==> src/hw/dct2d_pkg.sv <==
/* 2-D DCT shared definitions */
package dct2d_pkg;

    localparam int PIXEL_W    = 10;   // signed input pixel
    localparam int ROW_W      = 16;   // row-pass result, transpose word
    localparam int OUT_W      = 13;   // final coefficient
    localparam int TM_ADDR_W  = 7;    // page, row, column
    localparam int ROW_SHIFT  = 9;    // product lsbs dropped, row pass
    localparam int COL_SHIFT  = 14;   // product lsbs dropped, column pass
    localparam int ROW_RND    = 3;    // rounded-off sum bits, row pass
    localparam int COL_RND    = 8;    // rounded-off sum bits, column pass
    localparam int COEF_MAG_W = 16;

    localparam int MAC_LATENCY   = 5;                 // capture to first coefficient
    localparam int TM_RD_LATENCY = 2;                 // address to data
    localparam int ROW_WR_DLY    = MAC_LATENCY - 1;   // capture to write enable reg
    localparam int COL_SHIFT_DLY = TM_RD_LATENCY;     // read issue to sample at mac
    localparam int COL_CAP_DLY   = TM_RD_LATENCY + 1; // eighth read to capture
    localparam int COL_VALID_DLY = TM_RD_LATENCY + MAC_LATENCY + 8; // read to output

    // cosine magnitudes, scaled by 2^16
    localparam logic [COEF_MAG_W-1:0] C3 = 16'd54491;
    localparam logic [COEF_MAG_W-1:0] S3 = 16'd36410;
    localparam logic [COEF_MAG_W-1:0] C4 = 16'd46341;
    localparam logic [COEF_MAG_W-1:0] C6 = 16'd25080;
    localparam logic [COEF_MAG_W-1:0] S6 = 16'd60547;
    localparam logic [COEF_MAG_W-1:0] C7 = 16'd12785;
    localparam logic [COEF_MAG_W-1:0] S7 = 16'd64277;

    typedef struct packed {
        logic                  neg;   // coefficient is negative
        logic [COEF_MAG_W-1:0] mag;
    } coef_t;

    // row k = output index, column j = butterfly term a_j
    localparam coef_t [0:7][0:3] COEF_TABLE = '{
        '{'{1'b0, C4}, '{1'b0, C4}, '{1'b0, C4}, '{1'b0, C4}},
        '{'{1'b0, S7}, '{1'b0, C3}, '{1'b0, S3}, '{1'b0, C7}},
        '{'{1'b0, S6}, '{1'b0, C6}, '{1'b1, C6}, '{1'b1, S6}},
        '{'{1'b0, C3}, '{1'b1, C7}, '{1'b1, S7}, '{1'b1, S3}},
        '{'{1'b0, C4}, '{1'b1, C4}, '{1'b1, C4}, '{1'b0, C4}},
        '{'{1'b0, S3}, '{1'b1, S7}, '{1'b0, C7}, '{1'b0, C3}},
        '{'{1'b0, C6}, '{1'b1, S6}, '{1'b0, S6}, '{1'b1, C6}},
        '{'{1'b0, C7}, '{1'b1, S3}, '{1'b0, C3}, '{1'b1, S7}}
    };

    typedef enum logic {
        BF_SUM  = 1'b0,   // even outputs
        BF_DIFF = 1'b1    // odd outputs
    } bf_op_e;

    typedef enum logic {
        COL_IDLE = 1'b0,
        COL_READ = 1'b1
    } col_state_e;

    typedef struct packed {
        logic shift;     // new sample enters
        logic capture;   // latch eight samples, start eight outputs
    } mac_ctl_t;

    typedef struct packed {
        logic                 we;
        logic [TM_ADDR_W-1:0] addr;
    } tm_wr_t;

    typedef struct packed {
        logic [TM_ADDR_W-1:0] addr;
    } tm_rd_t;

endpackage
==> src/hw/transpose_ram.sv <==
/* transpose memory, two pages */
`timescale 1ns/1ps

module transpose_ram (
    input  logic                          clk,
    input  dct2d_pkg::tm_wr_t             i_wr,
    input  logic [dct2d_pkg::ROW_W-1:0]   i_wdata,
    input  dct2d_pkg::tm_rd_t             i_rd,
    output logic [dct2d_pkg::ROW_W-1:0]   o_rdata
);

    // 2 pages x 64 words
    logic [dct2d_pkg::ROW_W-1:0] mem [2**dct2d_pkg::TM_ADDR_W];
    logic [dct2d_pkg::ROW_W-1:0] rd_q;   // array read register

    always_ff @(posedge clk) begin
        if (i_wr.we) begin
            mem[i_wr.addr] <= i_wdata;
        end
    end

    // synchronous read plus output register
    always_ff @(posedge clk) begin
        rd_q    <= mem[i_rd.addr];
        o_rdata <= rd_q;
    end

endmodule

==> config.mk <==
export PLATFORM = sky130hd
export DESIGN_NAME = transpose_ram
export DESIGN_NICKNAME = d
export VERILOG_FILES = /design/src/hw/dct2d_pkg.sv /design/src/hw/transpose_ram.sv
export SDC_FILE = /design/constraint.sdc
export NUM_CORES = 2
export LEC_CHECK = 0
export ABC_CLOCK_PERIOD_IN_PS = 4200
export BUFFER_PORTS_ARGS = -buffer_cell sky130_fd_sc_hd__clkbuf_2
export CORE_MARGIN = 2
export CORE_UTILIZATION = 45
export CTS_CLUSTER_DIAMETER = 50
export CTS_CLUSTER_SIZE = 20
export DETAILED_ROUTE_END_ITERATION = 16
export SYNTH_ARGS = -nofsm -noshare
export SYNTH_HDL_FRONTEND = slang
export SYNTH_SLANG_ARGS = --single-unit
==> constraint.sdc <==
create_clock -name clk -period 4.2 [get_ports clk]
set_input_delay 0.63 -clock clk [delete_from_list [all_inputs] [get_ports clk]]
set_output_delay 0.63 -clock clk [all_outputs]
set_load 0.1 [all_outputs]
## Word-level counts from Yosys, hierarchy flattened

Memories as Yosys holds them, arrays and structs flattened. A register that Yosys moved wholly into a read port is not among the register bits.
Cells that the tools add are included.

- Input bits: 32
- Bits in registers: 16
- Memory bits (writable): 2,048
- Logic and storage cells: 4
- Memories kept: 1
- Output and inout port bits: 16

- Mux-type cells: 2

Memories:

| memory | depth | bits a word | rd ports | clocked after Yosys merged registers in | write ports | RTL line | source |
|---|---|---|---|---|---|---|---|
| mem | 128 | 16 | 1 | 1 | 1 | transpose_ram.sv:13 | `logic [dct2d_pkg::ROW_W-1:0] mem [2**dct2d_pkg::TM_ADDR_W];` |

Operator list:

| operator | count |
|---|---|
| 1-bit 2-to-1 mux | 2 |

## Depth between registers and ports, before layout

- Word-level depth: 2
- Gate-level depth with buffers: 7

## Least setup slack after synthesis

No wires, ideal clock.

- Path type: input to register
- Start: input port i_rd[0] in the netlist's numbering
- End: register rd_q[0] in the netlist's numbering (read register of mem)
- Buffers on the path: 2
- Data arrival time: 3.004 ns
- Path slack: 1.075 ns
- Setup time: 0.121 ns
- Required time: 4.079 ns
- Stages: 6
- Cells stage by stage: buf_2 -> buf_1 -> mux4_2 -> mux4_2 -> mux4_2 -> mux2_2

RTL lines:

| what | RTL line | source |
|---|---|---|
| from (decl) | transpose_ram.sv:8 | `input dct2d_pkg::tm_rd_t i_rd,` |
| to (decl) | transpose_ram.sv:14 | `logic [dct2d_pkg::ROW_W-1:0] rd_q;` |

==> flow_summary.yaml <==
sta:
  hold_viol_final: 0
  tightest_slew_ps: 1340
  final.setup.worst_slack_ps: 1280
  skew_ps: 45.9
  period_needed_ps: 2920
  finalSetupViolCount: 0
  layout_worst_path_cycle_share: 0.695
  tns_ps: 0
  fmax_mhz: 343
  final_max_slew_viol_count: 0
  slew_headroom: 0.107
  rsz0062_at_grt: "no"
  hold_ws_ps: 298
floorplanning:
  dieArea_sq_mm: 0.179
  initial_core_util: 0.453
  die_h_um: 423
  core_area_sq_mm: 0.174
  ioPinCount: 48
  fp-row-count: 153
  die_width_um: 423
power_and_ir_drop:
  intPower_mw: 31.8
  max-vdd-ir-drop_uv: 358
  pwr-share-comb: 0.057
  switching_share: 0.225
  p_clk_frac: 0.382
  p_seq_frac: 0.561
  p_leak_nw: 27.4
  p_sw_mw: 9.24
  power_density_mw_per_mm2: 460
clock_network:
  cts_hold_buf: 0
  cts_made_buffers: 161
  insertion_delay_ps: 830
  cts_setup_buffers: 0
  clkTransAtPathRegs_ps: 80
  cts_root_buf: "clkbuf_16"
  ctsResizeCount: 0
  cts_num_sinks: 2080
  cts_tree: "done"
  cts.htree.levels: 4
  clk_path_buf_depth: 3
drt:
  vias: 35700
  drc: 0
  route.detailed.wl_per_inst_um: 33.3
  detailedRoute.firstPassIterationCount: 6
  wl_um: 195000
  viasPerCell: 6.08
  ant_nets: 0
  drt_iter0_drc: 4892
min_path:
  hp-class: "in2reg"
  hp-start: "i_wdata[1]"
  holdPathEnd: "mem[44][1]"
  holdPathStages: 1
yosys:
  ys_types: 17
  syn_inst: 3102
  yosysSeqAreaShare: 0.788
  synth_top_cell_by_area: "edfxtp_1"
  synth_area_sq_mm: 0.0788
  syn_area_per_cell_sq_um: 25.4
  syn-num-nets: 3134
  synth_seq_cells: 2080
  synth_top_area_frac: 0.780
  synth_warnings: 0
  synth_area_leaders: "edfxtp_1, mux4_2, dfxtp_1, nor2_1, clkbuf_1"
final_layout:
  synthToLayoutAreaGrowth_pct: 13.2
  layout.cells.non_filler: 5866
  nFillCells: 13100
  design_area_sq_mm: 0.0892
  drive_gt1_frac: 0.357
  mostFrequentLayoutCells: "edfxtp_1, mux4_2, buf_4"
  nets: 3428
  final_common_cell: "edfxtp_1"
critical_path:
  reg2reg_to: "rd_q[11]"
  cpMaxStageDelayCell: "mux4_2"
  cpLargestDelayFamily: "multiplexers"
  cp.required_ps: 4890
  worst-path-max-fanout: 35
  cp.arrival_ps: 3610
  path_buf_inv: 4
  startpoint_type: "primary input"
  endpoint_kind: "register"
  max_stage_delay_ps: 620
  r2r_cells: 4
  crit_type: "in2reg"
  rr_startpoint: "mem[77][11]"
  reg2reg_slack_ps: 1650
  cp_cell_sequence: "buf_8 > buf_12 > buf_12 > buf_12 > mux4_2 > mux4_2 > mux4_2 > mux2_2"
placement:
  gp_congestion: 0.808
  dp_hpwl_um: 116000
  placed_area_sq_mm: 0.0838
  place_ws_ps: 451
  port_buffers: 47
  dp_cells: 5558
outcome:
  run_status: "finished, final reports clean"
job:
  cap_violations: 0
global_route:
  antenna_found_initial: 25
  grt_max_degree: 101
  grt_pass1_vias: 36100
  grt_overflow: 0
  grt_pass1_wl_um: 276000
  track_usage: 0.221
==> layer usage <==
layer  vias up  global-route usage  share of wire
met3       209              0.0356          0.080
met1     19800               0.313           0.40
met2      1583               0.362           0.50
met4         0              0.0542          0.022
met5         -                   0              0
li1      14100                   -              -
==> cells by family (layout without fill, tap and decap cells) <==
family        count (synthesis)  in the layout  synth area share
mux                         688            688             0.194
simple gates                170            170           0.00884
flops                      2080           2080             0.788
buf+inv                     164            589           0.00878
other cells                   0             14                 0
==> power by group through the flow <==
stage	clock network [mW]	logic, mW	registers, mW
5_1_grt	16.7	2.47	23.0
3_5_place_dp	0	2.38	23.5
6_report	15.7	2.36	23.0
3_3_place_gp	0	2.34	23.5
2_1_floorplan	0	1.11	23.6
4_1_cts	15.9	2.39	23.0
==> flip-flops by register name, indices dropped and copies added, names as in the netlist <==
signal,count
mem,2048
rd_q,16
o_rdata,16
==> cell usage after synthesis <==
cell type / number
or3_1: 1
dfxtp_1: 32
buf_2: 52
nand4_1: 3
nand2_1: 14
buf_4: 1
buf_6: 1
edfxtp_1: 2048
nor2b_1: 7
nand2b_1: 2
mux4_2: 672
nor2_1: 122
nand3_1: 12
buf_1: 28
nor3_1: 9
mux2_2: 16
clkbuf_1: 82
==> cell type report <==
class,count,area (sq um),share of cell area
Antenna cell,14,35.0,0.000393
Clock buffer,176,4130,0.0463
Clock inverter,118,1260,0.0141
Multi-Input combinational cell,858,16100,0.180
Sequential cell,2080,62100,0.696
Tap cell,2325,2910,0.0326
Timing Repair Buffer,295,2700,0.0302
==> through the flow <==
step	power, mW	util
2_1_floorplan	24.7	-
3_3_place_gp	25.8	0.482
3_5_place_dp	25.9	0.482
4_1_cts	41.3	0.513
5_1_grt	42.2	0.513
6_report	41.0	0.513
==> worst max path at each step <==
stage	start	end	depth (start not counted)
after floorplan	i_rd[0]	rd_q[0]	6
after global placement	i_rd[0]	rd_q[15]	7
after detailed placement	i_rd[0]	rd_q[15]	7
after CTS	i_rd[0]	rd_q[12]	7
after global routing	i_rd[0]	rd_q[15]	7
final	i_rd[2]	rd_q[12]	8
Note: power is estimated with default switching activity, not from simulation.
