File: src/hw/dct2d_pkg.sv
/* 2-D DCT shared definitions */
package dct2d_pkg;

    localparam int PIXEL_W    = 10;   // signed input pixel
    localparam int ROW_W      = 16;   // row-pass result, transpose word
    localparam int OUT_W      = 13;   // final coefficient
    localparam int TM_ADDR_W  = 7;    // page, row, column
    localparam int ROW_SHIFT  = 9;    // product lsbs dropped, row pass
    localparam int COL_SHIFT  = 14;   // product lsbs dropped, column pass
    localparam int ROW_RND    = 3;    // rounded-off sum bits, row pass
    localparam int COL_RND    = 8;    // rounded-off sum bits, column pass
    localparam int COEF_MAG_W = 16;

    localparam int MAC_LATENCY   = 5;                 // capture to first coefficient
    localparam int TM_RD_LATENCY = 2;                 // address to data
    localparam int ROW_WR_DLY    = MAC_LATENCY - 1;   // capture to write enable reg
    localparam int COL_SHIFT_DLY = TM_RD_LATENCY;     // read issue to sample at mac
    localparam int COL_CAP_DLY   = TM_RD_LATENCY + 1; // eighth read to capture
    localparam int COL_VALID_DLY = TM_RD_LATENCY + MAC_LATENCY + 8; // read to output

    // cosine magnitudes, scaled by 2^16
    localparam logic [COEF_MAG_W-1:0] C3 = 16'd54491;
    localparam logic [COEF_MAG_W-1:0] S3 = 16'd36410;
    localparam logic [COEF_MAG_W-1:0] C4 = 16'd46341;
    localparam logic [COEF_MAG_W-1:0] C6 = 16'd25080;
    localparam logic [COEF_MAG_W-1:0] S6 = 16'd60547;
    localparam logic [COEF_MAG_W-1:0] C7 = 16'd12785;
    localparam logic [COEF_MAG_W-1:0] S7 = 16'd64277;

    typedef struct packed {
        logic                  neg;   // coefficient is negative
        logic [COEF_MAG_W-1:0] mag;
    } coef_t;

    // row k = output index, column j = butterfly term a_j
    localparam coef_t [0:7][0:3] COEF_TABLE = '{
        '{'{1'b0, C4}, '{1'b0, C4}, '{1'b0, C4}, '{1'b0, C4}},
        '{'{1'b0, S7}, '{1'b0, C3}, '{1'b0, S3}, '{1'b0, C7}},
        '{'{1'b0, S6}, '{1'b0, C6}, '{1'b1, C6}, '{1'b1, S6}},
        '{'{1'b0, C3}, '{1'b1, C7}, '{1'b1, S7}, '{1'b1, S3}},
        '{'{1'b0, C4}, '{1'b1, C4}, '{1'b1, C4}, '{1'b0, C4}},
        '{'{1'b0, S3}, '{1'b1, S7}, '{1'b0, C7}, '{1'b0, C3}},
        '{'{1'b0, C6}, '{1'b1, S6}, '{1'b0, S6}, '{1'b1, C6}},
        '{'{1'b0, C7}, '{1'b1, S3}, '{1'b0, C3}, '{1'b1, S7}}
    };

    typedef enum logic {
        BF_SUM  = 1'b0,   // even outputs
        BF_DIFF = 1'b1    // odd outputs
    } bf_op_e;

    typedef enum logic {
        COL_IDLE = 1'b0,
        COL_READ = 1'b1
    } col_state_e;

    typedef struct packed {
        logic shift;     // new sample enters
        logic capture;   // latch eight samples, start eight outputs
    } mac_ctl_t;

    typedef struct packed {
        logic                 we;
        logic [TM_ADDR_W-1:0] addr;
    } tm_wr_t;

    typedef struct packed {
        logic [TM_ADDR_W-1:0] addr;
    } tm_rd_t;

endpackage
File: src/hw/dct_row_seq.sv
/* row pass sequencer */
`timescale 1ns/1ps

module dct_row_seq (
    input  logic                clk,
    input  logic                i_rst_n,
    input  logic                i_start,
    output dct2d_pkg::mac_ctl_t o_mac_ctl,
    output dct2d_pkg::tm_wr_t   o_tm_wr,
    output logic                o_page_done,
    output logic                o_page
);

    logic                                busy;      // pixels 1..63 arriving
    logic [5:0]                          pix_cnt;   // index of next pixel
    logic [5:0]                          pix_idx;   // index of this cycle's pixel
    logic                                capture;
    logic [dct2d_pkg::ROW_WR_DLY-1:0]    cap_dly;   // capture to write start
    logic                                we;
    logic [5:0]                          wr_cnt;    // {row, coefficient}
    logic                                wr_page;

    assign pix_idx           = i_start ? 6'd0 : pix_cnt;
    assign o_mac_ctl.shift   = i_start | busy;   // pixel 0 comes with start
    assign o_mac_ctl.capture = capture;

    always_ff @(posedge clk) begin
        if (!i_rst_n) begin
            busy    <= 1'b0;
            pix_cnt <= 6'd0;
        end else if (i_start) begin
            busy    <= 1'b1;
            pix_cnt <= 6'd1;
        end else if (busy) begin
            busy    <= (pix_cnt != 6'd63);
            pix_cnt <= pix_cnt + 6'd1;
        end
    end

    // capture one cycle after every eighth pixel
    always_ff @(posedge clk) begin
        if (!i_rst_n) begin
            capture <= 1'b0;
            cap_dly <= '0;
        end else begin
            capture <= o_mac_ctl.shift && (pix_idx[2:0] == 3'd7);
            cap_dly <= {cap_dly[dct2d_pkg::ROW_WR_DLY-2:0], capture};
        end
    end

    // write burst of eight per row, lands with mac output
    always_ff @(posedge clk) begin
        if (!i_rst_n) begin
            we          <= 1'b0;
            wr_cnt      <= 6'd0;
            wr_page     <= 1'b0;
            o_page_done <= 1'b0;
            o_page      <= 1'b0;
        end else begin
            we          <= cap_dly[dct2d_pkg::ROW_WR_DLY-1] | (we & (wr_cnt[2:0] != 3'd7));
            o_page_done <= we & (wr_cnt == 6'd63);
            if (we) begin
                wr_cnt <= wr_cnt + 6'd1;
                if (wr_cnt == 6'd63) begin
                    wr_page <= ~wr_page;   // ping-pong
                    o_page  <= wr_page;    // page just filled
                end
            end
        end
    end

    assign o_tm_wr.we   = we;
    assign o_tm_wr.addr = {wr_page, wr_cnt};

endmodule

File: config.mk
export PLATFORM = sky130hd
export DESIGN_NAME = dct_row_seq
export DESIGN_NICKNAME = d
export VERILOG_FILES = /design/src/hw/dct2d_pkg.sv /design/src/hw/dct_row_seq.sv
export SDC_FILE = /design/constraint.sdc
export NUM_CORES = 1
export LEC_CHECK = 0
export ABC_AREA = 1
export BUFFER_PORTS_ARGS = -buffer_cell sky130_fd_sc_hd__buf_2
export CORE_UTILIZATION = 48
export DETAILED_ROUTE_END_ITERATION = 10
export PLACE_DENSITY = 0.75
export SYNTH_ARGS = -nofsm -noshare
export SYNTH_HDL_FRONTEND = slang
export SYNTH_SLANG_ARGS = --single-unit
File: constraint.sdc
create_clock -name clk -period 1.12 [get_ports clk]
set_clock_uncertainty 0.1 [all_clocks]
set_input_delay 0.224 -clock clk [delete_from_list [all_inputs] [get_ports clk]]
set_output_delay 0.224 -clock clk [all_outputs]
set_load 0.01 [all_outputs]
## Word level (Yosys, flattened, before mapping)

Index checks and enable logic that the tools add are counted.

- Reductions and logical operators: 4
- Eq/ne operators: 4
- Multiplexer cells: 5
- Add/sub/neg operators: 2
- Bitwise operators: 6

Operators by type and width:

| cell | count |
|---|---|
| $add 6x1->6 const B | 2 |
| $eq 6x6->1 const B | 1 |
| $ne 6x6->1 const B | 1 |
| $mux 1 | 4 |
| $eq 3x3->1 const B | 1 |
| $mux 3 | 1 |
| $ne 3x3->1 const B | 1 |
| $and 1x1->1 | 2 |
| $not 1->1 | 2 |
| $or 1x1->1 | 2 |
| $reduce_and 2->1 | 1 |
| $reduce_bool 2->1 | 1 |
| $reduce_or 2->1 | 1 |
| $logic_and 1x1->1 | 1 |

- Output and inout port bits: 12
- Input port bits: 3
- Bits in registers: 22

## Logic depth before layout (Yosys ltp)

- Word-level depth: 3
- Depth in mapped cells: 6
- Mapped depth without buffers: 6

## Worst setup path before layout

OpenSTA, ideal clock, no wires.

- Path type: register -> register
- From: register wr_cnt[0]
- To: register wr_cnt[2]
- Clock period less this slack: 1.177 ns
- Arrival: 0.961 ns
- Data required time: 0.904 ns
- Path buffers: 0
- Slack: -0.057 ns
- Stages on the path, launching flop included: 5
- Library setup time: 0.116 ns
- Cells stage by stage: dfxtp_1 > ha_1 > ha_1 > nor2_1 > nor2_1

- Longest elaborated chain between the ends: 1

RTL lines:

| item | RTL line | RTL |
|---|---|---|
| start, declared | dct_row_seq.sv:20 | `logic [5:0] wr_cnt;` |
| start signal, assigned | dct_row_seq.sv:63 | `wr_cnt <= wr_cnt + 6'd1;` |
| $add 6x1->6 | dct_row_seq.sv:63 |  |

No other way between the ends.
A chain may end at the register's enable or synchronous reset.

==> impl_metrics.json <==
{
  "run_status": "finished, violations left",
  "violations": "setup timing",
  "root_buffer": "clkbuf_4",
  "routed_wl_mm": 2.00,
  "drive_gt1_frac": 0.486,
  "fin_cells": 173,
  "synth_top_area_frac": 0.479,
  "cts_buffers": 3,
  "p_leak_uw": 0.000620,
  "rsz0062_at_grt": "yes",
  "drt_first_pass_iters": 4,
  "drt-wirelength-per-cell_um": 11.6,
  "die_x_um": 45.8,
  "crit_path_end_kind": "output port",
  "antenna_found_initial": 0,
  "synth_area_leaders": "dfxtp_1, nand2_1, nor2_1, inv_1, nor2_4",
  "grt_overflow": 0,
  "hold_class": "input port to flip-flop",
  "clk_latency_ps": 310,
  "num_vias": 815,
  "critical-path-slowest-cell": "dfxtp_2",
  "viasPerCell": 4.71,
  "cts.clk_slew.worst_paths_ps": 120,
  "grt_pass1_wl_mm": 2.97,
  "synthesis.nets": 124,
  "startpoint_type": "flip-flop",
  "final.setup.tns_ps": -416,
  "remaining_drc_errors": 0,
  "syn_to_final_growth_pct": 48.2,
  "design.die.area_sq_um": 2090,
  "clockBufferDepth": 2,
  "hpwl_mm": 1.18,
  "dpl.cell_count": 159,
  "fin_crit_ps": 1320,
  "grt_max_degree": 14,
  "crit_required_ps": 800,
  "max_freq_ghz": 0.756,
  "fin_nets": 155,
  "ioPinCount": 15,
  "slew_viol_final": 0,
  "synth_top_area_cell": "dfxtp_1",
  "cts_tree": "built",
  "syn_inst": 118,
  "port_buffers": 14,
  "worst_pin_slew_ps": 203,
  "cts_hold_buf": 0,
  "power_uw": 1490,
  "synth.distinct_cells": 20,
  "finalSetupViolations": 5,
  "final_area_sq_um": 1360,
  "place_congestion": 0.761,
  "crit_fanout": 2,
  "core_sq_um": 1760,
  "rows": 15,
  "cts.sinks": 22,
  "finalHoldViolations": 0,
  "start_util": 0.521,
  "critPathArrivalTime_ps": 1000,
  "syn_avg_cell_area_sq_um": 7.79,
  "syn_area_sq_um": 920,
  "htree_levels": 1,
  "period_share": 1.18,
  "powerDensity_nw_per_um2": 1100,
  "cpPeakStageDelay_ps": 340,
  "antenna_cells": 0,
  "timing.final.ws_setup_ps": -202,
  "path_class": "flip-flop to output port",
  "grt_pass1_vias": 711,
  "critical_path.cell_chain": "or2_4, buf_6",
  "postRouteAntennaNets": 0,
  "yosys_warnings": 0,
  "place_area_sq_um": 1040,
  "synth_seq_cells": 22,
  "cap_violations": 0,
  "seq_area_frac_synth": 0.479,
  "track_usage": 0.204,
  "initialDrtViolationCount": 9,
  "maxSlewHeadroom": 0.864,
  "vdd_drop_max_v": 0.000735,
  "fp.dieH_um": 45.8
}
worst max-delay path, delay by kind of cell, from the launching register on:
family,cells,cell delay [ps]
DFF,1,340
and+or+nand+nor,1,230
buffers and inverters,1,120
report_power, final:
part | switching [uW] | leakage [uW] | internal [uW]
combinational | 46.0 | 0.000407 | 42.9
sequential | 7.65 | 0.000184 | 786
clock | 249 | 0.0000279 | 362
total | 303 | 0.000620 | 1190
area by class of cell:
class | instances | area (sq um)
inverter | 15 | 56.3
sequential | 22 | 462
tap | 25 | 31.3
multi-input combinational | 77 | 483
fill | 129 | 402
timing repair buffer | 30 | 278
clock buffer | 3 | 22.5
clock inverter | 1 | 30.0
kinds of logic (layout without fill, tap and decap cells):
| family | Yosys count | in the layout | synth area share |
|---|---|---|---|
| AOI/OAI and AO/OA | 13 | 13 | 0.0748 |
| xor gates and xnor gates | 1 | 1 | 0.00953 |
| buffers and inverters | 19 | 49 | 0.0911 |
| adders and majority gates | 3 | 3 | 0.0408 |
| and+or+nand+nor | 60 | 60 | 0.305 |
| DFF | 22 | 22 | 0.479 |
per-stage QoR:
stage | util | setup slack [ps] | hold WS (ps)
after floorplan | - | -3.47 | 252
after global placement | 0.591 | 22.9 | 296
after detailed placement | 0.591 | 8.75 | 304
after CTS | 0.708 | -208 | 85.7
after global routing | 0.772 | -236 | 123
final | 0.772 | -202 | 113
worst paths after layout:
kind	startpoint	endpoint	slack (ps)	cells past startpoint
max	busy	o_mac_ctl[1]	-200	2
min	i_rst_n	wr_page	110	3
min reg2reg	cap_dly[2]	cap_dly[3]	330	2
max reg2reg	wr_cnt[0]	o_page	0	6
routing by layer:
metal | GRT usage | up-vias | wire length [um]
met5 | 0 | - | 0
li1 | - | 420 | -
met2 | 0.346 | 18 | 1010
met4 | 0.135 | 0 | 55
met3 | 0.0397 | 8 | 47
met1 | 0.229 | 369 | 887
Yosys cell counts, drive strengths merged:
cell	instances
a21oi	9
nor2	26
nand4	1
dfxtp	22
nand2	26
o21ai	4
ha	3
buf	4
or2	1
inv	15
xnor2	1
nor3	2
nand3	4
flip-flops by register name, summed over array words and instances, names as in the netlist:
register     count
pix_cnt          6
busy             1
wr_cnt           6
we               1
o_page_done      1
wr_page          1
cap_dly          4
o_page           1
capture          1
layout by cell type, fill, tap and decap left out:
cell type,instances
dfxtp_2,11
nand2_2,4
buf_6,16
or2_4,1
inv_2,3
ha_4,3
dfxtp_4,2
bufinv_16,1
nand2_1,20
a21oi_1,8
a21oi_2,1
nand3_1,1
nor2_2,2
inv_1,12
nand2_4,2
buf_4,11
o21ai_1,1
o21ai_0,3
nor2_1,18
nand3_2,3
nor2_4,6
clkbuf_4,3
xnor2_1,1
buf_2,3
dfxtp_1,9
nand4_1,1
nor3_1,2
what timing repair did:
action / CTS / global route
setup buffers: 8 / 3
gates resized for setup: 26 / 25
setup endpoints to repair: 16 / 24
pin swaps: 6 / 16
No activity file was read; power rests on OpenSTA's default activity.
