[config.mk]
export PLATFORM = sky130hd
export DESIGN_NAME = dct_col_seq
export DESIGN_NICKNAME = d
export VERILOG_FILES = /design/src/hw/dct2d_pkg.sv /design/src/hw/dct_col_seq.sv
export SDC_FILE = /design/constraint.sdc
export NUM_CORES = 1
export LEC_CHECK = 0
export BUFFER_PORTS_ARGS = -buffer_cell sky130_fd_sc_hd__clkbuf_2
export CORE_AREA = 2 2 52 54
export CTS_CLUSTER_SIZE = 16
export DETAILED_ROUTE_END_ITERATION = 6
export DIE_AREA = 0 0 54 56
export PLACE_DENSITY = 0.68
export RECOVER_POWER = 50
export SYNTH_ARGS = -nofsm -noshare
export SYNTH_HDL_FRONTEND = slang
export SYNTH_SLANG_ARGS = --single-unit
[constraint.sdc]
create_clock -name clk -period 1.6 [get_ports clk]
set_input_delay 0.24 -clock clk [delete_from_list [all_inputs] [get_ports clk]]
set_output_delay 0.24 -clock clk [all_outputs]
set_load 0.02 [all_outputs]
[src/hw/dct2d_pkg.sv]
/* 2-D DCT shared definitions */
package dct2d_pkg;

    localparam int PIXEL_W    = 10;   // signed input pixel
    localparam int ROW_W      = 16;   // row-pass result, transpose word
    localparam int OUT_W      = 13;   // final coefficient
    localparam int TM_ADDR_W  = 7;    // page, row, column
    localparam int ROW_SHIFT  = 9;    // product lsbs dropped, row pass
    localparam int COL_SHIFT  = 14;   // product lsbs dropped, column pass
    localparam int ROW_RND    = 3;    // rounded-off sum bits, row pass
    localparam int COL_RND    = 8;    // rounded-off sum bits, column pass
    localparam int COEF_MAG_W = 16;

    localparam int MAC_LATENCY   = 5;                 // capture to first coefficient
    localparam int TM_RD_LATENCY = 2;                 // address to data
    localparam int ROW_WR_DLY    = MAC_LATENCY - 1;   // capture to write enable reg
    localparam int COL_SHIFT_DLY = TM_RD_LATENCY;     // read issue to sample at mac
    localparam int COL_CAP_DLY   = TM_RD_LATENCY + 1; // eighth read to capture
    localparam int COL_VALID_DLY = TM_RD_LATENCY + MAC_LATENCY + 8; // read to output

    // cosine magnitudes, scaled by 2^16
    localparam logic [COEF_MAG_W-1:0] C3 = 16'd54491;
    localparam logic [COEF_MAG_W-1:0] S3 = 16'd36410;
    localparam logic [COEF_MAG_W-1:0] C4 = 16'd46341;
    localparam logic [COEF_MAG_W-1:0] C6 = 16'd25080;
    localparam logic [COEF_MAG_W-1:0] S6 = 16'd60547;
    localparam logic [COEF_MAG_W-1:0] C7 = 16'd12785;
    localparam logic [COEF_MAG_W-1:0] S7 = 16'd64277;

    typedef struct packed {
        logic                  neg;   // coefficient is negative
        logic [COEF_MAG_W-1:0] mag;
    } coef_t;

    // row k = output index, column j = butterfly term a_j
    localparam coef_t [0:7][0:3] COEF_TABLE = '{
        '{'{1'b0, C4}, '{1'b0, C4}, '{1'b0, C4}, '{1'b0, C4}},
        '{'{1'b0, S7}, '{1'b0, C3}, '{1'b0, S3}, '{1'b0, C7}},
        '{'{1'b0, S6}, '{1'b0, C6}, '{1'b1, C6}, '{1'b1, S6}},
        '{'{1'b0, C3}, '{1'b1, C7}, '{1'b1, S7}, '{1'b1, S3}},
        '{'{1'b0, C4}, '{1'b1, C4}, '{1'b1, C4}, '{1'b0, C4}},
        '{'{1'b0, S3}, '{1'b1, S7}, '{1'b0, C7}, '{1'b0, C3}},
        '{'{1'b0, C6}, '{1'b1, S6}, '{1'b0, S6}, '{1'b1, C6}},
        '{'{1'b0, C7}, '{1'b1, S3}, '{1'b0, C3}, '{1'b1, S7}}
    };

    typedef enum logic {
        BF_SUM  = 1'b0,   // even outputs
        BF_DIFF = 1'b1    // odd outputs
    } bf_op_e;

    typedef enum logic {
        COL_IDLE = 1'b0,
        COL_READ = 1'b1
    } col_state_e;

    typedef struct packed {
        logic shift;     // new sample enters
        logic capture;   // latch eight samples, start eight outputs
    } mac_ctl_t;

    typedef struct packed {
        logic                 we;
        logic [TM_ADDR_W-1:0] addr;
    } tm_wr_t;

    typedef struct packed {
        logic [TM_ADDR_W-1:0] addr;
    } tm_rd_t;

endpackage
[src/hw/dct_col_seq.sv]
/* column pass sequencer */
`timescale 1ns/1ps

module dct_col_seq (
    input  logic                clk,
    input  logic                i_rst_n,
    input  logic                i_page_done,
    input  logic                i_page,
    output dct2d_pkg::tm_rd_t   o_tm_rd,
    output dct2d_pkg::mac_ctl_t o_mac_ctl,
    output logic                o_first_next,
    output logic                o_valid
);

    dct2d_pkg::col_state_e                state;
    logic                                 rd_page;   // page being read
    logic [5:0]                           rd_cnt;    // {column, row}
    logic                                 rd_act;
    logic [dct2d_pkg::COL_VALID_DLY-1:0]  act_dly;   // read-active history
    logic [dct2d_pkg::COL_VALID_DLY-2:0]  first_dly;
    logic [dct2d_pkg::COL_CAP_DLY-1:0]    cap_dly;

    assign rd_act = (state == dct2d_pkg::COL_READ);

    // transposed address, row varies fastest
    assign o_tm_rd.addr = {rd_page, rd_cnt[2:0], rd_cnt[5:3]};

    always_ff @(posedge clk) begin
        if (!i_rst_n) begin
            state   <= dct2d_pkg::COL_IDLE;
            rd_page <= 1'b0;
            rd_cnt  <= 6'd0;
        end else if (i_page_done) begin
            state   <= dct2d_pkg::COL_READ;   // also restarts at end of a page
            rd_page <= i_page;
            rd_cnt  <= 6'd0;
        end else if (rd_act) begin
            rd_cnt <= rd_cnt + 6'd1;
            if (rd_cnt == 6'd63) begin
                state <= dct2d_pkg::COL_IDLE;
            end
        end
    end

    // align mac control and flags to read latency
    always_ff @(posedge clk) begin
        if (!i_rst_n) begin
            act_dly   <= '0;
            first_dly <= '0;
            cap_dly   <= '0;
        end else begin
            act_dly   <= {act_dly[dct2d_pkg::COL_VALID_DLY-2:0], rd_act};
            first_dly <= {first_dly[dct2d_pkg::COL_VALID_DLY-3:0],
                          rd_act && (rd_cnt == 6'd0)};
            cap_dly   <= {cap_dly[dct2d_pkg::COL_CAP_DLY-2:0],
                          rd_act && (rd_cnt[2:0] == 3'd7)};   // last row of a column
        end
    end

    assign o_mac_ctl.shift   = act_dly[dct2d_pkg::COL_SHIFT_DLY-1];   // data at mac
    assign o_mac_ctl.capture = cap_dly[dct2d_pkg::COL_CAP_DLY-1];
    assign o_first_next      = first_dly[dct2d_pkg::COL_VALID_DLY-2];
    assign o_valid           = act_dly[dct2d_pkg::COL_VALID_DLY-1];     // 64 in a row

endmodule

* Word level (Yosys, flattened, before mapping)
Cells that the tools add are included.
W data, S select, Z words.
** Storage, ports and cells
- Word-level logic and storage cells :: 17
- Bits in registers :: 40
- Bits of input ports :: 4
- Output and inout bits :: 11
** Operators by class
- Bitwise logic cells :: 1
- Reductions and logical operators :: 4
- Muxes and demuxes :: 3
- Add/sub/neg operators :: 1
- Equal/unequal tests :: 2
** Operators by type and width (number)
- $add A6 B1 Y6 const B :: 1
- $eq A6 B6 Y1 const B :: 1
- $logic_not A6 Y1 :: 1
- $eq A3 B3 Y1 const B :: 1
- $mux W1 :: 3
- $logic_and A1 B1 Y1 :: 2
- $reduce_or A2 Y1 :: 1
- $not A1 Y1 :: 1

* Depth between registers and ports, before layout
- Depth in word-level cells :: 4
- Mapped depth :: 4
- Depth with buffers taken out :: 4

* Worst setup path after synthesis
No wires, ideal clock.
- Kind :: register -> register
- Start :: register rd_cnt[0]
- End :: register rd_cnt[2]
- Setup slack :: 0.358 ns
- Data required time :: 1.480 ns
- Arrival :: 1.122 ns
- Cell stages (with the launch flop) :: 5
- Cells stage by stage :: dfxtp_1 ha_1 ha_1 mux2i_1 nor2_1
** Between the ends
- Longest elaborated chain between the ends :: 1
** Ends and longest elaborated chain
- start: declaration :: line dct_col_seq.sv:17 : logic [5:0] rd_cnt;
- start signal: assignment :: line dct_col_seq.sv:38 : rd_cnt <= rd_cnt + 6'd1;
- $add A6 B1 Y6 :: line dct_col_seq.sv:38
No other way between the ends.
A chain may end at the register's enable or synchronous reset.

* Worst setup path after layout
- Start :: register rd_cnt[3]
- End :: output o_tm_rd[0] (netlist name)
** RTL lines
- end: declaration :: line dct_col_seq.sv:9 : output dct2d_pkg::tm_rd_t o_tm_rd,
No word-level cell between the ends.

==> results.json <==
{
  "status": "completed",
  "vias": 705,
  "crit_cells": 1,
  "final_nets": 128,
  "hold_buffers": 0,
  "n_fill_cell": 218,
  "crit_path_max_incr_delay_ns": 0.54,
  "timing.critical_path.buf_inv": 1,
  "antenna_cells": 0,
  "yosysWarnings": 0,
  "place_area_sq_um": 1330,
  "post_drt_wl_per_cell_um": 10.4,
  "start_util_pct": 51.7,
  "design_area_sq_um": 1400,
  "drt-initial-drc-count": 3,
  "die_width_um": 54,
  "rows": 18,
  "crit_path_end_kind": "output pin",
  "synth_cell_types": 22,
  "relSlewSlack_pct": 37.2,
  "maxCapViolCount": 0,
  "via_per_inst": 4.64,
  "grt_pass1_wl_um": 2780,
  "max_slew.worst_pin.slew_ns": 0.942,
  "critPathArrivalTime_ns": 1.11,
  "power_frac_clock_pct": 37.0,
  "place_congestion": 0.701,
  "cts-root-buf": "clkbuf_4",
  "vdd_drop_max_mv": 0.698,
  "clk_latency_ns": 0.33,
  "hpwl_um": 1070,
  "cts_tree": "yes",
  "clock_skew_ns": 0.00838,
  "reg2regPathDepth": 3,
  "finalHoldViolCount": 0,
  "drv_slew": 0,
  "antenna_found_initial": 0,
  "syn_to_final_growth_pct": 11.2,
  "path_max_fanout": 6,
  "layout-drive-gt1-share_pct": 18.0,
  "whs_ns": 0.169,
  "cts.reportedPaths.clkPinSlew_ns": 0.10,
  "intPower_mw": 1.35,
  "first_pass_iters": 2,
  "min_path_cells": 3,
  "path_cells": "clkbuf_2",
  "gr-total-overflow": 0,
  "p_total_mw": 1.68,
  "p_per_area_nw_per_um2": 1200,
  "ys_ff_latch": 40,
  "port-buffer-count": 14,
  "numCtsBuffers": 5,
  "cp-start-kind": "flop",
  "p_switching_uw": 326,
  "crit_family": "flip-flops",
  "final.period_utilization_pct": 84.5,
  "htreeDepth": 2,
  "seqPwrFrac_pct": 60.6,
  "dieArea_sq_um": 3020,
  "rsz0062_at_grt": "no",
  "grt.total_usage_pct": 13.1,
  "cts_resized": 0,
  "core_area_sq_um": 2430,
  "r2r_setup_slack_ns": 0.33,
  "finalSetupTns_ns": 0,
  "post-route-drc-count": 0,
  "final.min_clock_period_ns": 1.35,
  "cts_setup_buffers": 0,
  "p_leak_nw": 0.610,
  "synth_cells": 107,
  "grt_start_max_net_pins": 35,
  "cp.required_ns": 1.36,
  "dieHeight_um": 56,
  "syn_area_per_cell_sq_um": 11.8,
  "wl_um": 1580,
  "ys_seq_area_share_pct": 63.6,
  "crit_type": "flop to output pin",
  "syn-num-nets": 114,
  "tritoncts_num_sinks": 40,
  "fmax_ghz": 0.739,
  "setup_viol": 0,
  "pin_count": 15,
  "power_frac_comb_pct": 2.4,
  "hold_path.class": "input pin to flop",
  "ant_nets": 0,
  "grt_pass1_vias": 676,
  "clock_path_buffers": 2,
  "syn_area_sq_um": 1260,
  "slowest_stage": "dfxtp_1",
  "swShare_pct": 19.4
}
power groups by stage:
stage               combinational (mW)  sequential, mW  clock [mW]
floorplan                       0.0360            1.04           0
global placement                0.0423            1.04           0
detailed placement              0.0425            1.04           0
CTS                             0.0426            1.02       0.650
global route                    0.0465            1.02       0.690
finish                          0.0409            1.02       0.620
metrics by stage:
step,worst slack (ns),std cells,utilization [%]
2_1_floorplan,0.358,107,-
3_3_place_gp,0.421,144,54.5
3_5_place_dp,0.356,144,54.5
4_1_cts,0.208,152,57.6
5_1_grt,0.162,152,57.6
6_report,0.248,152,57.6
cell families after synthesis:
| logic type | synth area share, % |
|---|---|
| compound gates | 1.89 |
| xor+xnor | 2.09 |
| fa+ha+maj | 2.98 |
| buf+inv | 3.88 |
| flops | 63.6 |
| mux | 2.39 |
| simple gates | 23.2 |
registers in the layout, indices dropped and copies added, names as in the netlist:
signal,cells
act_dly,15
rd_act,1
cap_dly,3
first_dly,14
rd_page,1
rd_cnt,6
final timing paths:
path	endpoint	start
setup / recovery	o_tm_rd[0]	rd_cnt[3]$_SDFFE_PP0P_
hold / removal	rd_page$_SDFFE_PN0P_	i_page
setup reg to reg	rd_cnt[5]$_SDFFE_PP0P_	rd_act$_SDFF_PN0_
hold reg to reg	act_dly[14]$_SDFF_PN0_	act_dly[13]$_SDFF_PN0_
area by class of cell:
| class | count | area (sq um) | area share [%] |
|---|---|---|---|
| Clock buffer | 6 | 41.3 | 2.95 |
| Clock inverter | 2 | 35.0 | 2.50 |
| Timing Repair Buffer | 14 | 68.8 | 4.92 |
| Inverter | 2 | 7.51 | 0.536 |
| Multi-Input combinational cell | 58 | 409 | 29.2 |
| Tap cell | 30 | 37.5 | 2.68 |
| Sequential cell | 40 | 801 | 57.2 |
placed cells by master (no fill, tap or decap), types with 2 or more instances in the layout:
master	synthesis	routed
and2_0	0	7
and2_1	30	23
and3_1	2	2
clkbuf_1	3	2
clkbuf_2	0	13
clkbuf_4	0	5
dfxtp_1	40	40
ha_1	3	3
inv_1	2	2
mux2i_1	3	3
nor2_1	5	5
o21ai_0	2	2
xor2_1	2	2
cells in the mapped netlist (all sizes together):
library cell,count,area [sq um]
dfxtp,40,801
and2,30,188
nor2,5,18.8
buf,4,30.0
clkbuf,3,11.3
ha,3,37.5
mux2i,3,30.0
and3,2,12.5
inv,2,7.51
nand4,2,18.8
o21ai,2,10.0
xor2,2,17.5
a21oi,1,5.00
a41oi,1,8.76
and3b,1,8.76
nand2,1,20.0
nand2b,1,6.26
nor2b,1,6.26
nor4,1,6.26
or3,1,6.26
xnor2,1,8.76
per-layer routing:
metal	up-vias	global-route usage (%)	routed length (um)	part of all wire, %
li1	365	-	-	-
met3	5	7.26	100	6.3
met5	-	0	0	0
met4	0	7.86	34	2.1
met1	321	13.8	718	45
met2	14	19.7	731	46
(Power assumes the default switching activity.)
