--- src/hw/dct2d_pkg.sv ---
/* 2-D DCT shared definitions */
package dct2d_pkg;

    localparam int PIXEL_W    = 10;   // signed input pixel
    localparam int ROW_W      = 16;   // row-pass result, transpose word
    localparam int OUT_W      = 13;   // final coefficient
    localparam int TM_ADDR_W  = 7;    // page, row, column
    localparam int ROW_SHIFT  = 9;    // product lsbs dropped, row pass
    localparam int COL_SHIFT  = 14;   // product lsbs dropped, column pass
    localparam int ROW_RND    = 3;    // rounded-off sum bits, row pass
    localparam int COL_RND    = 8;    // rounded-off sum bits, column pass
    localparam int COEF_MAG_W = 16;

    localparam int MAC_LATENCY   = 5;                 // capture to first coefficient
    localparam int TM_RD_LATENCY = 2;                 // address to data
    localparam int ROW_WR_DLY    = MAC_LATENCY - 1;   // capture to write enable reg
    localparam int COL_SHIFT_DLY = TM_RD_LATENCY;     // read issue to sample at mac
    localparam int COL_CAP_DLY   = TM_RD_LATENCY + 1; // eighth read to capture
    localparam int COL_VALID_DLY = TM_RD_LATENCY + MAC_LATENCY + 8; // read to output

    // cosine magnitudes, scaled by 2^16
    localparam logic [COEF_MAG_W-1:0] C3 = 16'd54491;
    localparam logic [COEF_MAG_W-1:0] S3 = 16'd36410;
    localparam logic [COEF_MAG_W-1:0] C4 = 16'd46341;
    localparam logic [COEF_MAG_W-1:0] C6 = 16'd25080;
    localparam logic [COEF_MAG_W-1:0] S6 = 16'd60547;
    localparam logic [COEF_MAG_W-1:0] C7 = 16'd12785;
    localparam logic [COEF_MAG_W-1:0] S7 = 16'd64277;

    typedef struct packed {
        logic                  neg;   // coefficient is negative
        logic [COEF_MAG_W-1:0] mag;
    } coef_t;

    // row k = output index, column j = butterfly term a_j
    localparam coef_t [0:7][0:3] COEF_TABLE = '{
        '{'{1'b0, C4}, '{1'b0, C4}, '{1'b0, C4}, '{1'b0, C4}},
        '{'{1'b0, S7}, '{1'b0, C3}, '{1'b0, S3}, '{1'b0, C7}},
        '{'{1'b0, S6}, '{1'b0, C6}, '{1'b1, C6}, '{1'b1, S6}},
        '{'{1'b0, C3}, '{1'b1, C7}, '{1'b1, S7}, '{1'b1, S3}},
        '{'{1'b0, C4}, '{1'b1, C4}, '{1'b1, C4}, '{1'b0, C4}},
        '{'{1'b0, S3}, '{1'b1, S7}, '{1'b0, C7}, '{1'b0, C3}},
        '{'{1'b0, C6}, '{1'b1, S6}, '{1'b0, S6}, '{1'b1, C6}},
        '{'{1'b0, C7}, '{1'b1, S3}, '{1'b0, C3}, '{1'b1, S7}}
    };

    typedef enum logic {
        BF_SUM  = 1'b0,   // even outputs
        BF_DIFF = 1'b1    // odd outputs
    } bf_op_e;

    typedef enum logic {
        COL_IDLE = 1'b0,
        COL_READ = 1'b1
    } col_state_e;

    typedef struct packed {
        logic shift;     // new sample enters
        logic capture;   // latch eight samples, start eight outputs
    } mac_ctl_t;

    typedef struct packed {
        logic                 we;
        logic [TM_ADDR_W-1:0] addr;
    } tm_wr_t;

    typedef struct packed {
        logic [TM_ADDR_W-1:0] addr;
    } tm_rd_t;

endpackage
--- src/hw/dct_butterfly_mac.sv ---
/* 1-D DCT butterfly and MAC */
`timescale 1ns/1ps

module dct_butterfly_mac #(
    parameter int SAMPLE_W   = 10,
    parameter int PROD_SHIFT = 9,
    parameter int RND_BITS   = 3,
    parameter int RES_W      = 16
) (
    input  logic                       clk,
    input  logic                       i_rst_n,
    input  dct2d_pkg::mac_ctl_t        i_ctl,
    input  logic signed [SAMPLE_W-1:0] i_sample,
    output logic signed [RES_W-1:0]    o_coef
);

    localparam int A_W    = SAMPLE_W + 1;                        // butterfly term
    localparam int PROD_W = A_W + dct2d_pkg::COEF_MAG_W;         // full product
    localparam int P_W    = PROD_W - PROD_SHIFT + 1;             // scaled, signed
    localparam int SUM_W  = P_W + 2;                             // four-term sum

    logic signed [SAMPLE_W-1:0] x      [8];   // x[0] newest sample
    logic signed [SAMPLE_W-1:0] xr     [8];   // captured set
    logic [2:0]                 k;            // output index in flight
    dct2d_pkg::bf_op_e          op;

    logic signed [A_W-1:0]      a      [4];
    logic [A_W-1:0]             a_mag  [4];
    logic [3:0]                 a_neg;

    logic [A_W-1:0]             mag_r  [4];   // stage 1
    logic [3:0]                 neg_r;
    dct2d_pkg::coef_t           coef_r [4];

    logic [PROD_W-1:0]          prod   [4];
    logic [P_W-2:0]             scaled [4];
    logic signed [P_W-1:0]      p_r    [4];   // stage 2

    logic signed [P_W:0]        s01_r;        // stage 3
    logic signed [P_W:0]        s23_r;
    logic signed [SUM_W-1:0]    sum_r;        // stage 4

    // sample shift register
    always_ff @(posedge clk) begin
        if (i_ctl.shift) begin
            x[0] <= i_sample;
            for (int i = 1; i < 8; i++) begin
                x[i] <= x[i-1];
            end
        end
        if (i_ctl.capture) begin
            xr <= x;   // old contents, before this cycle's shift
        end
    end

    always_ff @(posedge clk) begin
        if (!i_rst_n) begin
            k <= 3'd0;
        end else if (i_ctl.capture) begin
            k <= 3'd0;
        end else begin
            k <= k + 3'd1;   // wraps onto next capture
        end
    end

    // butterfly, a_j from oldest/newest pairs
    always_comb begin
        op = k[0] ? dct2d_pkg::BF_DIFF : dct2d_pkg::BF_SUM;
        for (int j = 0; j < 4; j++) begin
            case (op)
                dct2d_pkg::BF_SUM:  a[j] = A_W'(xr[7-j]) + A_W'(xr[j]);
                dct2d_pkg::BF_DIFF: a[j] = A_W'(xr[7-j]) - A_W'(xr[j]);
            endcase
            a_neg[j] = a[j][A_W-1];
            a_mag[j] = a_neg[j] ? A_W'(-a[j]) : A_W'(a[j]);   // sign-magnitude
        end
    end

    always_ff @(posedge clk) begin
        for (int j = 0; j < 4; j++) begin
            mag_r[j]  <= a_mag[j];
            neg_r[j]  <= a_neg[j];
            coef_r[j] <= dct2d_pkg::COEF_TABLE[k][j];   // row k of the basis
        end
    end

    // unsigned multiply, drop lsbs, then restore sign
    always_comb begin
        for (int j = 0; j < 4; j++) begin
            prod[j]   = mag_r[j] * coef_r[j].mag;
            scaled[j] = prod[j][PROD_W-1:PROD_SHIFT];
        end
    end

    always_ff @(posedge clk) begin
        for (int j = 0; j < 4; j++) begin
            if (neg_r[j] ^ coef_r[j].neg) begin
                p_r[j] <= -$signed({1'b0, scaled[j]});
            end else begin
                p_r[j] <= $signed({1'b0, scaled[j]});
            end
        end
    end

    // adder tree
    always_ff @(posedge clk) begin
        s01_r <= (P_W+1)'(p_r[0]) + (P_W+1)'(p_r[1]);
        s23_r <= (P_W+1)'(p_r[2]) + (P_W+1)'(p_r[3]);
        sum_r <= SUM_W'(s01_r) + SUM_W'(s23_r);
    end

    // round half up on the dropped bits
    assign o_coef = $signed(sum_r[RND_BITS +: RES_W] + RES_W'(sum_r[RND_BITS-1]));

endmodule

--- config.mk ---
export PLATFORM = sky130hd
export DESIGN_NAME = dct_butterfly_mac
export DESIGN_NICKNAME = d
export VERILOG_FILES = /design/src/hw/dct2d_pkg.sv /design/src/hw/dct_butterfly_mac.sv
export SDC_FILE = /design/constraint.sdc
export NUM_CORES = 2
export LEC_CHECK = 0
export ABC_AREA = 1
export BUFFER_PORTS_ARGS = -buffer_cell sky130_fd_sc_hd__buf_2
export CAP_MARGIN = 20
export CELL_PAD_IN_SITES_DETAIL_PLACEMENT = 1
export CELL_PAD_IN_SITES_GLOBAL_PLACEMENT = 1
export CORE_MARGIN = 1.5
export CORE_UTILIZATION = 45
export CTS_BUF_LIST = sky130_fd_sc_hd__clkbuf_4 sky130_fd_sc_hd__clkbuf_8 sky130_fd_sc_hd__clkbuf_16
export DETAILED_ROUTE_END_ITERATION = 8
export PLACE_DENSITY_LB_ADDON = 0.3
export SYNTH_ARGS = -nofsm -noshare
export SYNTH_HDL_FRONTEND = slang
export SYNTH_SLANG_ARGS = --single-unit
--- constraint.sdc ---
create_clock -name clk -period 12.5 [get_ports clk]
set_input_delay 0.625 -clock clk [delete_from_list [all_inputs] [get_ports clk]]
set_output_delay 0.625 -clock clk [all_outputs]
set_load 0.05 [all_outputs]
Yosys cells after proc, flatten, opt, wreduce, memory -nomap -nowiden
Memories as Yosys holds them, arrays and structs flattened.
Index checks and enable logic that the tools add are counted.
{"block": "totals", "n_memories": 4, "latchBits": 0, "register_bits": 224, "ram_bits": 188, "rom_bits": 544, "word_cells": 90}
{"block": "classes", "eq_ne": 0, "n_addsub": 21, "order_cmp": 1, "mul": 4, "muxes": 27, "div_mod_pow": 0, "n_shift": 0, "reduce_logical": 1, "n_bitwise": 11}
{"memory": "(no name shown)", "words": 8, "word_bits": 68, "read_ports": 1, "rd_clocked_by_memory_dff": 0, "write_ports": 0, "line_no": "dct_butterfly_mac.sv:83", "text": "coef_r[j] <= dct2d_pkg::COEF_TABLE[k][j];"}
{"memory": "p_r", "words": 4, "word_bits": 19, "read_ports": 4, "rd_clocked_by_memory_dff": 0, "write_ports": 4, "line_no": "dct_butterfly_mac.sv:37", "text": "logic signed [P_W-1:0] p_r [4];"}
{"memory": "coef_r", "words": 4, "word_bits": 17, "read_ports": 4, "rd_clocked_by_memory_dff": 0, "write_ports": 4, "line_no": "dct_butterfly_mac.sv:33", "text": "dct2d_pkg::coef_t coef_r [4];"}
{"memory": "mag_r", "words": 4, "word_bits": 11, "read_ports": 4, "rd_clocked_by_memory_dff": 0, "write_ports": 4, "line_no": "dct_butterfly_mac.sv:31", "text": "logic [A_W-1:0] mag_r [4];"}
{"operator": "$mux W68", "n": 2}
{"operator": "$mul A11 B16 Y27", "n": 4}
{"operator": "$pmux W11 S2", "n": 4}
{"operator": "$mux W19", "n": 4}
{"operator": "$neg A18 Y19", "n": 4}
{"operator": "$add A19 B19 Y19", "n": 3}
{"operator": "$add A10 B10 Y11", "n": 4}
{"operator": "$mux W11", "n": 4}
{"operator": "$neg A11 Y11", "n": 4}
{"operator": "$sub A10 B10 Y11", "n": 4}
{"operator": "$add A16 B1 Y16", "n": 1}
{"operator": "$mux W1", "n": 13}
{"operator": "$ge A4 B4 Y1 const B", "n": 1}
{"operator": "$not A3 Y4", "n": 1}
{"operator": "$or A1 B1 Y1", "n": 4}
{"operator": "$xor A1 B1 Y1", "n": 4}
{"operator": "$add A3 B1 Y3 const B", "n": 1}
{"operator": "$not A1 Y1", "n": 2}
{"operator": "$reduce_or A2 Y1", "n": 1}

Longest topological paths before layout
{"block": "depth", "depth_word": 5, "mapped_depth": 34, "mapped_depth_nobuf": 32}

Least setup slack after synthesis
OpenSTA, ideal clock, no wires.
{"block": "synth_timing", "path_type": "register to register", "from": "mem coef_r[3][8] (netlist name)", "to": "mem p_r[2][13] (netlist name)", "n_path_buf": 2, "required_ns": 12.373, "setup_slack_ns": 7.168, "t_arrival_ns": 5.205, "stages_incl_launch_ff": 28, "setup_time_ns": 0.127, "cell_sequence": "dfxtp_1 > clkbuf_1 > clkbuf_1 > nand2_1 > fa_1 > fa_1 > inv_1 > fa_1 > fa_1 > inv_1 > fa_1 > inv_1 > ha_1 > nand2_1 > inv_1 > nand2_1 > nand2_1 > a21oi_1 > nand2_1 > nand2_1 > nand2_1 > xnor2_1 > nand2_1 > nand2_1 > inv_2 > nor2_4 > nand2_1 > xor2_1"}
{"element": "start, declared", "line_no": "dct_butterfly_mac.sv:33"}
{"element": "end, declared", "line_no": "dct_butterfly_mac.sv:37"}

==> impl_metrics.ini <==
[clock_tree]
cts.repair.resized = 0
clock-sinks = 386
clk_pin_slew_ns = 0.07
cts_hold_buf = 0
root_buffer = clkbuf_16
cts.htree.levels = 2
cts_setup_buffers = 0
clock_latency_ns = 0.62
cts_buffers = 43
cts_buffer_depth = 3
cts_tree = built

[timing]
hold_violations = 0
layout_min_cycle_time_ns = 6.17
slew_headroom_pct = 24.7
maxSlewViolCount = 0
finalSetupViolCount = 0
fmax_mhz = 162
max_slew.worst_pin.slew_ns = 1.13
finClkSkew_ns = 0.0222
tns_ns = 0
rsz0062_at_grt = false
finalCritPeriodShare_pct = 49.4

[global_route]
grt_max_degree = 82
antenna_found_initial = 2
grt_pass1_vias = 36600
grt_util_all_layers_pct = 25.4
grt_overflow = 0
grt_pass1_wl_um = 191000

[floorplan]
die_y_um = 309
io_pins = 30
dieArea_um2 = 95400
die_w_um = 309
row_count = 112
core_um2 = 93000
start_util_pct = 45.3

[yosys]
synth_seq_cells = 386
syn-num-nets = 6285
ys_warn_count = 0
synth_edf_count = 160
syn_avg_cell_area_um2 = 7.79
synth_cell_types = 51
netlist_area_um2 = 42100
synth-async-reset-ratio_pct = 0
ys_seq_area_share_pct = 22.2
syn_inst = 5406
yosys_most_used_dff = dfxtp_1

[cells_and_area]
area_growth_pct = 6.49
final_layout_size_suffix_gt1_share_pct = 3.60
antenna_cells = 0
fin_nets = 6213

[route]
wl_per_cell_um = 17.7
firstDrtPassIters = 5
drc = 0
wirelength_um = 117000
first_iter_violations = 1692
vias_per_cell = 5.05
drtAntennaViolNets = 0
vias = 33400

[hold_path]
worstHoldPathType = in2reg

[worst_setup_path]
crit_path_end_kind = flip-flop
max_stage_delay_ns = 1.07
required_ns = 13.00
cp.arrival_ns = 6.67
path_max_fanout = 22
cp-start-kind = flip-flop
critPathSlowestCell = dfxtp_1
critPathBufInv = 6
crit_family = adder cells
path_class = reg2reg

[status]
status = finished, final reports clean

[run]
max-cap-violations = 0

[placed_design]
place_hpwl_um = 95700
io_buffers = 29
gp_congestion = 0.887
[flip-flops by register name (all words and copies together) (netlist names), 4 cells and up]
| register | cells |
|---|---|
| coef_r | 44 |
| s23_r | 19 |
| x | 80 |
| s01_r | 19 |
| mag_r | 44 |
| sum_r | 17 |
| p_r | 76 |
| xr | 80 |
| neg_r | 4 |
[cell type report]
class	instances	area (um2)
Fill cell	11600	48200
Multi-Input combinational cell	3544	27200
Sequential cell	386	9330
Inverter	1315	4940
Tap cell	1254	1570
Clock buffer	50	1160
Clock inverter	29	364
Timing Repair Buffer	44	263
[final timing paths]
| check | end | cells after the start | startpoint | slack (ns) |
|---|---|---|---|---|
| worst max-delay path | p_r[2][16] | 25 | coef_r[1][3] | 6.33 |
| worst min-delay path | x[70] | 1 | i_sample[0] | 0.18 |
| worst max register to register | p_r[2][16] | 25 | coef_r[1][3] | 6.33 |
| worst min register to register | xr[4] | 0 | x[4] | 0.42 |
[logic make-up after synthesis]
logic type,after synthesis,share of synthesized area (%)
flops,386,22.2
buf+inv,1476,13.2
compound gates,387,5.01
xor+xnor,229,4.90
fa+ha+maj,865,34.6
simple gates,2063,20.1
[synth_stat cells (7+ instances only)]
cell      count  share of area (%)
a21oi_1     197                2.3
a31oi_1       9               0.13
buf_1        10              0.089
clkbuf_1    144                1.3
dfxtp_1     226                 11
edfxtp_1    160                 11
fa_1        502                 24
ha_1        363                 11
inv_1      1309                 12
nand2_1    1441                 13
nand2_2      30               0.45
nand3_1     170                2.0
nand3b_1     20               0.36
nand4_1      45               0.67
nor2_1      260                2.3
nor2_2        7               0.10
nor3_1       53               0.63
nor4_1       10               0.15
o21ai_0     121                1.4
o21bai_1     13               0.23
o31ai_1      17               0.30
or2_2         7               0.10
xnor2_1      70                1.5
xor2_1      153                3.2
[layout by cell type, fill, tap and decap left out, types with 7 or more instances in the layout]
master     instances
or2_2              7
nand2_2           30
a21oi_1          197
nand3b_1          20
nor2_2             7
o31ai_1           17
nand3_1          170
o21ai_0          121
buf_2             27
dfxtp_1          224
xor2_1           153
edfxtp_1         160
clkbuf_16         43
nor3_1            53
inv_1           1309
o21bai_1          13
xnor2_1           70
nor2_1           260
fa_1             502
nand4_1           45
buf_4             17
nand2_1         1441
nor4_1            10
ha_1             363
a31oi_1            9
[through the flow]
stage | cell area, um2 | setup slack, ns | hold slack [ns] | instances | util [%]
global placement | 43300 | 6.48 | 0.406 | 6543 | 46.6
detailed placement | 43300 | 6.38 | 0.405 | 6543 | 46.6
floorplan | 42100 | 7.17 | 0.400 | 5406 | -
global route | 44800 | 5.90 | 0.154 | 6622 | 48.2
CTS | 44800 | 6.31 | 0.142 | 6622 | 48.2
finish | 44800 | 6.33 | 0.180 | 6622 | 48.2
[metal layers]
layer	up-vias	track usage, %	wire [um]
met4	0	6.86	3030
met5	-	0	0
met2	596	45.7	58100
met1	16600	32.4	51900
met3	170	2.41	4310
li1	16000	-	-
Power is not shown: default switching activity piles up to over one toggle a cycle in this logic, so the estimate is an artifact.
